<file path="src/rtl/core_pkg.sv">
package core_pkg;

    localparam int xlen    = 32;
    localparam int reg_num = 32;

    typedef logic [4:0]      reg_idx_t;
    typedef logic [xlen-1:0] u32_t;

    // ****************************************
    // instruction word
    // ****************************************

    typedef struct packed {
        logic [16:0] opcode17;
        reg_idx_t    rk;
        reg_idx_t    rj;
        reg_idx_t    rd;
    } inst_r3_t;

    typedef struct packed {
        logic [9:0]  opcode10;
        logic [11:0] imm12;
        reg_idx_t    rj;
        reg_idx_t    rd;
    } inst_ri12_t;

    typedef union packed {
        inst_r3_t   r3;
        inst_ri12_t ri12;
    } inst_t;

    // three-register format, bits 31:15.
    localparam logic [16:0] op_add_w = 17'h00020;
    localparam logic [16:0] op_sub_w = 17'h00022;
    localparam logic [16:0] op_slt   = 17'h00024;
    localparam logic [16:0] op_sltu  = 17'h00025;
    localparam logic [16:0] op_and   = 17'h00029;
    localparam logic [16:0] op_or    = 17'h0002a;
    localparam logic [16:0] op_xor   = 17'h0002b;

    // two-register plus imm12 format, bits 31:22.
    localparam logic [9:0] op_slti   = 10'h008;
    localparam logic [9:0] op_sltui  = 10'h009;
    localparam logic [9:0] op_addi_w = 10'h00a;
    localparam logic [9:0] op_andi   = 10'h00d;
    localparam logic [9:0] op_ori    = 10'h00e;
    localparam logic [9:0] op_xori   = 10'h00f;

    typedef enum logic [3:0] {
        add,
        sub,
        slt,
        sltu,
        and_op,
        or_op,
        xor_op
    } alu_op_t;

    // ****************************************
    // stage records
    // ****************************************

    typedef struct packed {
        u32_t  pc;
        inst_t inst;
    } inst_in_t;

    typedef struct packed {
        u32_t     pc;
        inst_t    inst;
        alu_op_t  alu_op;
        u32_t     src_a;
        u32_t     src_b;
        reg_idx_t rd;
        logic     rf_we;
        logic     illegal;
    } decode_execute_pass_t;

    typedef struct packed {
        u32_t     pc;
        inst_t    inst;
        reg_idx_t rd;
        logic     rf_we;
        logic     illegal;
        u32_t     result;
    } execute_writeback_pass_t;

    typedef struct packed {
        logic     valid;
        reg_idx_t rd;
        u32_t     data;
    } forward_req_t;

    typedef struct packed {
        u32_t     pc;
        u32_t     inst;
        logic     rf_wen;
        reg_idx_t rf_wnum;
        u32_t     rf_wdata;
        logic     illegal;
    } commit_t;

endpackage

</file>
<file path="src/rtl/cpu_core.sv">
module cpu_core
    import core_pkg::*;
(
    input  logic     clk,
    input  logic     rst_n,

    input  logic     in_valid,
    output logic     in_ready,
    input  inst_in_t in_data,

    output logic     commit_valid,
    input  logic     commit_ready,
    output commit_t  commit
);

    decode_execute_pass_t    pass_id;
    execute_writeback_pass_t pass_ex;
    forward_req_t            ex_fwd;
    forward_req_t            wb_fwd;

    logic     id_valid, ex_valid;
    logic     ex_rdy_in, wb_rdy_in;

    reg_idx_t rj, rk, rf_rd;
    u32_t     rj_data, rk_data, rf_data;
    logic     rf_we;

    reg_file u_reg_file (
        .clk, .rst_n,
        .rj,
        .rk,
        .rj_data,
        .rk_data,
        .we(rf_we),
        .rd(rf_rd),
        .wr_data(rf_data)
    );

    // ****************************************
    // pipeline
    // ****************************************

    decode_stage u_decode (
        .clk, .rst_n,
        .in_valid,
        .in_ready,
        .in_data,
        .rj,
        .rk,
        .rj_data,
        .rk_data,
        .ex_fwd,
        .wb_fwd,
        .next_ready(ex_rdy_in),
        .out_valid(id_valid),
        .pass_out(pass_id)
    );

    execute_stage u_execute (
        .clk, .rst_n,
        .in_valid(id_valid),
        .in_ready(ex_rdy_in),
        .pass_in(pass_id),
        .next_ready(wb_rdy_in),
        .out_valid(ex_valid),
        .pass_out(pass_ex),
        .fwd(ex_fwd)
    );

    writeback_stage u_writeback (
        .clk, .rst_n,
        .in_valid(ex_valid),
        .in_ready(wb_rdy_in),
        .pass_in(pass_ex),
        .commit_valid,
        .commit_ready,
        .commit,
        .rf_we,
        .rf_rd,
        .rf_data,
        .fwd(wb_fwd)
    );

endmodule

</file>
<file path="src/rtl/decode_stage.sv">
module decode_stage
    import core_pkg::*;
(
    input  logic                 clk,
    input  logic                 rst_n,

    input  logic                 in_valid,
    output logic                 in_ready,
    input  inst_in_t             in_data,

    output reg_idx_t             rj,
    output reg_idx_t             rk,
    input  u32_t                 rj_data,
    input  u32_t                 rk_data,

    input  forward_req_t         ex_fwd,
    input  forward_req_t         wb_fwd,

    input  logic                 next_ready,
    output logic                 out_valid,
    output decode_execute_pass_t pass_out
);

    logic     valid_q;
    inst_in_t inst_q;

    alu_op_t  alu_op;
    logic     use_imm;
    logic     sext;
    logic     legal;
    u32_t     imm_ext;
    u32_t     rj_val;
    u32_t     rk_val;

    // the younger result in execute wins over writeback.
    function automatic u32_t pick_operand(reg_idx_t idx, u32_t rf_val,
                                          forward_req_t ex, forward_req_t wb);
        u32_t val;
        val = rf_val;
        if (ex.valid && ex.rd == idx) begin
            val = ex.data;
        end else if (wb.valid && wb.rd == idx) begin
            val = wb.data;
        end
        return val;
    endfunction

    assign in_ready  = !valid_q || next_ready;
    assign out_valid = valid_q;

    always_ff @(posedge clk or negedge rst_n) begin
        if (!rst_n) begin
            valid_q <= 1'b0;
        end else if (in_ready) begin
            valid_q <= in_valid;
        end
    end

    always_ff @(posedge clk) begin
        if (in_valid && in_ready) begin
            inst_q <= in_data;
        end
    end

    // ****************************************
    // opcode match, both formats
    // ****************************************

    always_comb begin
        alu_op  = add;
        use_imm = 1'b0;
        sext    = 1'b0;
        legal   = 1'b1;
        case (inst_q.inst.r3.opcode17)
            op_add_w: alu_op = add;
            op_sub_w: alu_op = sub;
            op_slt:   alu_op = slt;
            op_sltu:  alu_op = sltu;
            op_and:   alu_op = and_op;
            op_or:    alu_op = or_op;
            op_xor:   alu_op = xor_op;
            default: begin
                use_imm = 1'b1;
                sext    = 1'b1;
                case (inst_q.inst.ri12.opcode10)
                    op_addi_w: alu_op = add;
                    op_slti:   alu_op = slt;
                    op_sltui:  alu_op = sltu;
                    op_andi: begin
                        alu_op = and_op;
                        sext   = 1'b0;
                    end
                    op_ori: begin
                        alu_op = or_op;
                        sext   = 1'b0;
                    end
                    op_xori: begin
                        alu_op = xor_op;
                        sext   = 1'b0;
                    end
                    default: legal = 1'b0;
                endcase
            end
        endcase
    end

    assign imm_ext = sext ? {{(xlen-12){inst_q.inst.ri12.imm12[11]}}, inst_q.inst.ri12.imm12}
                          : {{(xlen-12){1'b0}}, inst_q.inst.ri12.imm12};

    assign rj = inst_q.inst.r3.rj;
    assign rk = inst_q.inst.r3.rk;

    assign rj_val = pick_operand(rj, rj_data, ex_fwd, wb_fwd);
    assign rk_val = pick_operand(rk, rk_data, ex_fwd, wb_fwd);

    always_comb begin
        pass_out.pc      = inst_q.pc;
        pass_out.inst    = inst_q.inst;
        pass_out.alu_op  = alu_op;
        pass_out.src_a   = rj_val;
        pass_out.src_b   = use_imm ? imm_ext : rk_val;
        pass_out.rd      = inst_q.inst.r3.rd;
        pass_out.rf_we   = legal && inst_q.inst.r3.rd != '0; // r0 is never written.
        pass_out.illegal = !legal;
    end

endmodule

</file>
<file path="src/rtl/execute_stage.sv">
module execute_stage
    import core_pkg::*;
(
    input  logic                    clk,
    input  logic                    rst_n,

    input  logic                    in_valid,
    output logic                    in_ready,
    input  decode_execute_pass_t    pass_in,

    input  logic                    next_ready,
    output logic                    out_valid,
    output execute_writeback_pass_t pass_out,

    output forward_req_t            fwd
);

    logic                    valid_q;
    execute_writeback_pass_t pass_q;
    u32_t                    alu_res;
    logic                    lt_signed;
    logic                    lt_unsigned;

    assign in_ready  = !valid_q || next_ready;
    assign out_valid = valid_q;
    assign pass_out  = pass_q;

    // ****************************************
    // ALU
    // ****************************************

    assign lt_signed   = $signed(pass_in.src_a) < $signed(pass_in.src_b);
    assign lt_unsigned = pass_in.src_a < pass_in.src_b;

    always_comb begin
        case (pass_in.alu_op)
            add:     alu_res = pass_in.src_a + pass_in.src_b; // wraps at 32 bits.
            sub:     alu_res = pass_in.src_a - pass_in.src_b;
            slt:     alu_res = {{(xlen-1){1'b0}}, lt_signed};
            sltu:    alu_res = {{(xlen-1){1'b0}}, lt_unsigned};
            and_op:  alu_res = pass_in.src_a & pass_in.src_b;
            or_op:   alu_res = pass_in.src_a | pass_in.src_b;
            xor_op:  alu_res = pass_in.src_a ^ pass_in.src_b;
            default: alu_res = '0;
        endcase
    end

    always_ff @(posedge clk or negedge rst_n) begin
        if (!rst_n) begin
            valid_q <= 1'b0;
        end else if (in_ready) begin
            valid_q <= in_valid;
        end
    end

    always_ff @(posedge clk) begin
        if (in_valid && in_ready) begin
            pass_q.pc      <= pass_in.pc;
            pass_q.inst    <= pass_in.inst;
            pass_q.rd      <= pass_in.rd;
            pass_q.rf_we   <= pass_in.rf_we;
            pass_q.illegal <= pass_in.illegal;
            pass_q.result  <= pass_in.illegal ? '0 : alu_res; // illegal commits a zero.
        end
    end

    assign fwd.valid = valid_q && pass_q.rf_we;
    assign fwd.rd    = pass_q.rd;
    assign fwd.data  = pass_q.result;

endmodule

</file>
<file path="src/rtl/reg_file.sv">
module reg_file
    import core_pkg::*;
(
    input  logic     clk,
    input  logic     rst_n,

    input  reg_idx_t rj,
    input  reg_idx_t rk,
    output u32_t     rj_data,
    output u32_t     rk_data,

    input  logic     we,
    input  reg_idx_t rd,
    input  u32_t     wr_data
);

    u32_t regs [reg_num];

    always_ff @(posedge clk or negedge rst_n) begin
        if (!rst_n) begin
            for (int i = 0; i < reg_num; i++) begin
                regs[i] <= '0;
            end
        end else if (we && rd != '0) begin
            regs[rd] <= wr_data;
        end
    end

    // a write in the same cycle is seen through the writeback forward.
    assign rj_data = (rj == '0) ? '0 : regs[rj];
    assign rk_data = (rk == '0) ? '0 : regs[rk];

endmodule

</file>
<file path="src/rtl/writeback_stage.sv">
module writeback_stage
    import core_pkg::*;
(
    input  logic                    clk,
    input  logic                    rst_n,

    input  logic                    in_valid,
    output logic                    in_ready,
    input  execute_writeback_pass_t pass_in,

    output logic                    commit_valid,
    input  logic                    commit_ready,
    output commit_t                 commit,

    output logic                    rf_we,
    output reg_idx_t                rf_rd,
    output u32_t                    rf_data,

    output forward_req_t            fwd
);

    logic                    valid_q;
    execute_writeback_pass_t rec_q;

    assign in_ready     = !valid_q || commit_ready;
    assign commit_valid = valid_q;

    always_ff @(posedge clk or negedge rst_n) begin
        if (!rst_n) begin
            valid_q <= 1'b0;
        end else if (in_ready) begin
            valid_q <= in_valid;
        end
    end

    always_ff @(posedge clk) begin
        if (in_valid && in_ready) begin
            rec_q <= pass_in;
        end
    end

    always_comb begin
        commit.pc       = rec_q.pc;
        commit.inst     = rec_q.inst;
        commit.rf_wen   = rec_q.rf_we;
        commit.rf_wnum  = rec_q.rd;
        commit.rf_wdata = rec_q.result;
        commit.illegal  = rec_q.illegal;
    end

    // the register file is written on the commit handshake only.
    assign rf_we   = valid_q && commit_ready && rec_q.rf_we;
    assign rf_rd   = rec_q.rd;
    assign rf_data = rec_q.result;

    assign fwd.valid = valid_q && rec_q.rf_we;
    assign fwd.rd    = rec_q.rd;
    assign fwd.data  = rec_q.result;

endmodule

</file>
<file path="config.mk">
export PLATFORM = sky130hd
export DESIGN_NAME = cpu_core
export DESIGN_NICKNAME = d
export VERILOG_FILES = /design/src/rtl/core_pkg.sv /design/src/rtl/cpu_core.sv /design/src/rtl/decode_stage.sv /design/src/rtl/execute_stage.sv /design/src/rtl/reg_file.sv /design/src/rtl/writeback_stage.sv
export SDC_FILE = /design/constraint.sdc
export NUM_CORES = 2
export LEC_CHECK = 0
export BUFFER_PORTS_ARGS = -buffer_cell sky130_fd_sc_hd__buf_2
export CAP_MARGIN = 20
export CORE_MARGIN = 2
export CORE_UTILIZATION = 25
export DETAILED_ROUTE_END_ITERATION = 16
export GPL_TIMING_DRIVEN = 0
export HOLD_SLACK_MARGIN = 0.02
export PLACE_DENSITY = 0.46
export SLEW_MARGIN = 20
export SYNTH_ARGS = -nofsm -noshare
export SYNTH_HDL_FRONTEND = slang
export SYNTH_HIERARCHICAL = 1
export SYNTH_SLANG_ARGS = --single-unit
</file>
<file path="constraint.sdc">
create_clock -name clk -period 4.35 [get_ports clk]
set_input_delay 0.435 -clock clk [delete_from_list [all_inputs] [get_ports clk]]
set_output_delay 0.435 -clock clk [all_outputs]
set_load 0.1 [all_outputs]
</file>
# Word level (Yosys, flattened, before mapping)
# Index checks and enable logic that the tools add are counted.
# op_classes
n_addsub,2
mul,0
div_mod_pow,0
magnitude_cmp,6
n_eq_ne,23
shifts,0
n_mux,24
bitwise_logic,6
reduce_logical,29
# ops
op,n
bitwise mux 1024 bit,1
two-way mux 32 bit,13
binary-select mux 32 bit (select 5 bit),2
case mux 32 bit (7 select lines),1
demux 32 bit (select 5 bit),1
"equality test 17 x 6 -> 1 bit, second input constant",7
less-than comparator 32 bit,2
"equality test 10 x 4 -> 1 bit, second input constant",6
adder 32 bit,1
bitwise AND 32 bit,1
bitwise OR 32 bit,1
subtractor 32 bit,1
XOR 32 bit,1
case mux 4 bit (7 select lines),1
equality test 5 bit,4
">= comparator 6 bit, second input constant",3
NOT 5 -> 6 bit,3
case mux 3 bit (5 select lines),1
logical AND 1 bit,14
"equality test 4 x 3 -> 1 bit, second input constant",3
logical NOT 5 bit,2
nonzero test 5 bit,2
"equality test 4 x 2 -> 1 bit, second input constant",2
OR reduction 7 bit,1
8 further kinds,16
# word_totals
ff_bits,1297
latchBits,0
ram_bits,0
romBits,0
wordCells,139
memories,0

# Longest topological paths before layout
# depth
ltp_word,10
mapped_depth,23
ltp_nobuf,18

# By module
# Netlist, hierarchy kept.
# modules_own_cells
mod,instances,cells_per_inst,area_each_um2,seq_area_each_um2
reg_file,1,3621,54369.6,25624.6
execute_stage,1,944,8554.5,3118.0
decode_stage,1,407,4199.0,1946.9
writeback_stage,1,183,3714.8,3118.0

# Least setup slack after synthesis
# Ideal clock, no wire load.
# synth_timing
kind,register to register
from,"reg u_writeback.rec_q, in the netlist u_writeback/rf_rd[1]"
to,"reg u_execute.pass_q, in the netlist u_execute/fwd[27] (data pin)"
setup_time_ps,270
arrival_ps,4694
slack_ps,-614
stages_incl_launch_ff,22
cell_sequence,edfxtp_1 > buf_4 > xnor2_1 > and4_1 > clkbuf_1 > and2_0 > clkbuf_1 > buf_2 > a211oi_1 > o31ai_1 > inv_1 > ha_1 > buf_2 > inv_2 > nor2_1 > o21a_1 > or4b_2 > o21ai_2 > o21ai_1 > and3_1 > a311oi_1 > a21oi_1
# synth_lines
element,line_no,rtl
"start, declared",writeback_stage.sv:23,execute_writeback_pass_t rec_q;
"start signal, assigned",writeback_stage.sv:38,rec_q <= pass_in;
"end, declared",execute_stage.sv:19,execute_writeback_pass_t pass_q;

==> run_results.csv <==
group,metric,value,unit
timing,setup_ws,-1.25,ns
detailed_routing,wl_per_cell,30.2,um
synth,ys_seq_elements,1297,
grt,grt_max_degree,138,
floorplan,pin_count,173,
placement,port_buffers,172,
clock_network,cts_tree,"yes",
critical_path,cp.arrival,6.24,ns
clock_network,htreeDepth,4,
detailed_routing,drc_errors,0,
timing,tightest_slew,1.23,ns
floorplan,num_rows,195,
synth,synth_area_leaders,"dfrtp_1, mux2_2, mux4_2",
finish,syn2layout_area_growth,25.3,%
synth,syn_inst,5155,
clock_network,clkTransAtPathRegs,0.08,ns
synth,synthTopCellsByCount,"mux2_2, dfrtp_1, mux4_2",
power_and_ir_drop,power,38.6,mW
critical_path,path_class,"flip-flop to flip-flop",
grt,grt.overflow.total,0,
timing,fin_crit_sh,1.29,
synth,postSynthAreaPerCell,13.7,um2
timing,relSlewSlack,0.177,
flow_run,cap_violations,0,
detailed_routing,drt-total-wl,289,mm
critical_path,required,4.99,ns
detailed_routing,drtPass1Iterations,6,
synth,synth.largest_area_cell,"dfrtp_1",
finish,post_route_cells_drive_above_1_share,0.514,
timing,period_needed,5.60,ns
critical_path,path_max_fanout,10,
clock_network,cts_sinks,1297,
synth,synth_fp_nets,5321,
min_path,min_path_type,"input pin to async pin",
detailed_routing,route.vias.total,49800,
timing,fin_skew,0.0509,ns
grt,grt_pass1_wl,400,mm
floorplan,die_h,536,um
power_and_ir_drop,power.leakage,37.2,nW
outcome,violations,"setup timing",
detailed_routing,drt-vias-per-instance,5.22,
critical_path,end_kind,"flip-flop",
clock_network,cts_buffer_depth,3,
power_and_ir_drop,ir_worst_vdd,407,uV
grt,grt.total_usage,0.196,
synth,synth_most_common_cell,"mux2_2",
detailed_routing,drtIter0Drc,4654,
floorplan,start_util,0.251,
synth,synthesis.area,70800,um2
synth,synth.distinct_cells,96,
synth,seq_area_frac_synth,0.477,
timing,tns,-27.82,ns
placement,globalplace.congestion,0.945,
timing,rsz0062_at_grt,"true",
floorplan,core-area,282000,um2
clock_network,cts_inserted_buffers,156,
power_and_ir_drop,power_density,435,nW/um2
detailed_routing,antenna_left,0,
clock_network,insertion_delay,0.84,ns
finish,fillCellCount,28200,
placement,dp_hpwl,209,mm
critical_path,start_kind,"flip-flop",
synth,synth_edf_count,270,
finish,final_nets,5834,
timing,fmax,179,MHz
timing,finalSetupViolations,32,
synth,async_flop_share,0.792,
critical_path,worst-r2r-setup-slack,-1.25,ns
grt,grt_pass1_vias,50100,
timing,drv_slew,0,
synth,synth-main-ff-cell,"dfrtp_1",
floorplan,dieArea,288000,um2
clock_network,cts_root_buf,"clkbuf_16",
synth,synth_top_area_frac,0.363,
timing,hold_viol,0,
synth,yosysWarnings,6,
outcome,status,"finished, violations left",
floorplan,die_w,536,um
grt,antenna_found_initial,14,
-- layout make-up --
| cell class | count | area (um2) | share of cell area |
|---|---|---|---|
| Antenna cell | 2 | 5.00 | 0.0000564 |
| Buffer | 620 | 4680 | 0.0527 |
| Clock buffer | 223 | 4510 | 0.0508 |
| Clock inverter | 62 | 825 | 0.00929 |
| Inverter | 109 | 419 | 0.00472 |
| Multi-Input combinational cell | 3116 | 36800 | 0.415 |
| Sequential cell | 1297 | 33800 | 0.381 |
| Tap cell | 3743 | 4680 | 0.0528 |
| Timing Repair Buffer | 368 | 3040 | 0.0342 |
-- sequential cells by signal (all words and copies together) (netlist names) --
name	cells
u_execute/fwd	37
u_execute/out_valid	1
u_writeback/commit_valid	1
u_execute/pass_out	66
u_reg_file/regs	1024
u_decode/pass_out	64
u_writeback/rf_data	32
u_writeback/commit	66
u_decode/out_valid	1
u_writeback/rf_rd	5
-- routing by layer --
layer  vias to the layer above  track usage  part of all wire
li1                      20600            -                 -
met1                     26700        0.269              0.44
met2                      2025        0.310              0.46
met3                       489       0.0342             0.065
met4                         0       0.0654             0.037
met5                         -            0                 0
-- through the flow --
stage,instance area [um2],hold slack [ns],instances,utilization,worst slack [ns]
after floorplan,71400,0.139,5155,-,-0.138
after global placement,76900,0.401,9070,0.273,-21.10
after detailed placement,77300,0.405,9085,0.274,-3.80
after CTS,87500,0.171,9497,0.310,-1.17
after global routing,88800,0.251,9538,0.315,-1.30
final,88800,0.223,9540,0.315,-1.25
-- cell families (layout without fill, tap and decap cells) --
family          after synthesis  after routing  synth area share
simple gates                524            524            0.0371
other cells                   1              3         0.0000529
buf+inv                     742           1382            0.0515
mux                        1680           1680             0.335
fa+ha+maj                    98             98            0.0175
xor+xnor                     32             32           0.00396
compound gates              781            781            0.0774
flops                      1297           1297             0.477
-- worst max-delay path, cell delays in order (launching register included) --
cell	delay, ns
edfxtp_1	0.51
buf_6	0.18
buf_12	0.19
buf_4	0.32
mux4_2	0.54
mux2_2	0.28
o21ai_1	0.43
a311oi_4	0.10
mux2i_1	0.25
o21ai_1	0.17
inv_1	0.14
ha_4	0.22
buf_6	0.14
or4_1	0.58
o21bai_2	0.26
a311o_1	0.44
a31oi_1	0.20
xnor2_1	0.14
nand2_1	0.08
a31oi_2	0.25
-- where the power goes --
part	switching [mW]	leakage [nW]	internal, mW
combinational	5.26	18.1	4.17
sequential	1.28	16.5	14.2
clock	5.75	2.61	7.95
-- repair_timing --
item | CTS | global route
pin swaps | 111 | 141
endpoints found under the hold margin | 168 | 0
setup endpoints to repair | 32 | 32
gates cloned | 2 | 2
hold buffers | 67 | 0
buffers inserted | 68 | 41
gates resized for setup | 846 | 207
-- worst paths after layout --
path	depth (start not counted)	start	to
max in group asynchronous	5	rst_n	u_reg_file/regs[195]
hold / removal	2	rst_n	u_reg_file/regs[728]
setup / recovery	19	u_decode/pass_out[81]	u_execute/fwd[30]
hold reg to reg	0	u_execute/pass_out[67]	u_writeback/commit[67]
min in group clk	2	in_data[3]	u_decode/pass_out[5]
setup reg to reg	19	u_decode/pass_out[81]	u_execute/fwd[30]
-- placed cells by master (no fill, tap or decap), types with 23 or more instances in the layout --
cell	instances
dfrtp_1	1027
buf_4	247
clkbuf_1	207
clkbuf_4	36
clkbuf_16	163
buf_2	263
o21ai_2	59
mux4_2	448
clkbuf_2	28
nor2b_1	75
a311oi_2	23
inv_1	95
mux2i_1	165
clkinv_2	24
o21ai_1	60
o21ai_0	74
buf_6	56
a211oi_2	36
a21o_1	25
a211oi_4	42
dlygate4sd3_1	67
buf_12	40
nor2_1	122
a221oi_1	35
ha_4	23
nand2_1	131
a21oi_1	77
a311oi_4	39
mux2_2	1042
ha_1	66
a22oi_1	50
clkbuf_8	56
edfxtp_1	270
No activity file was read; power rests on OpenSTA's default activity.
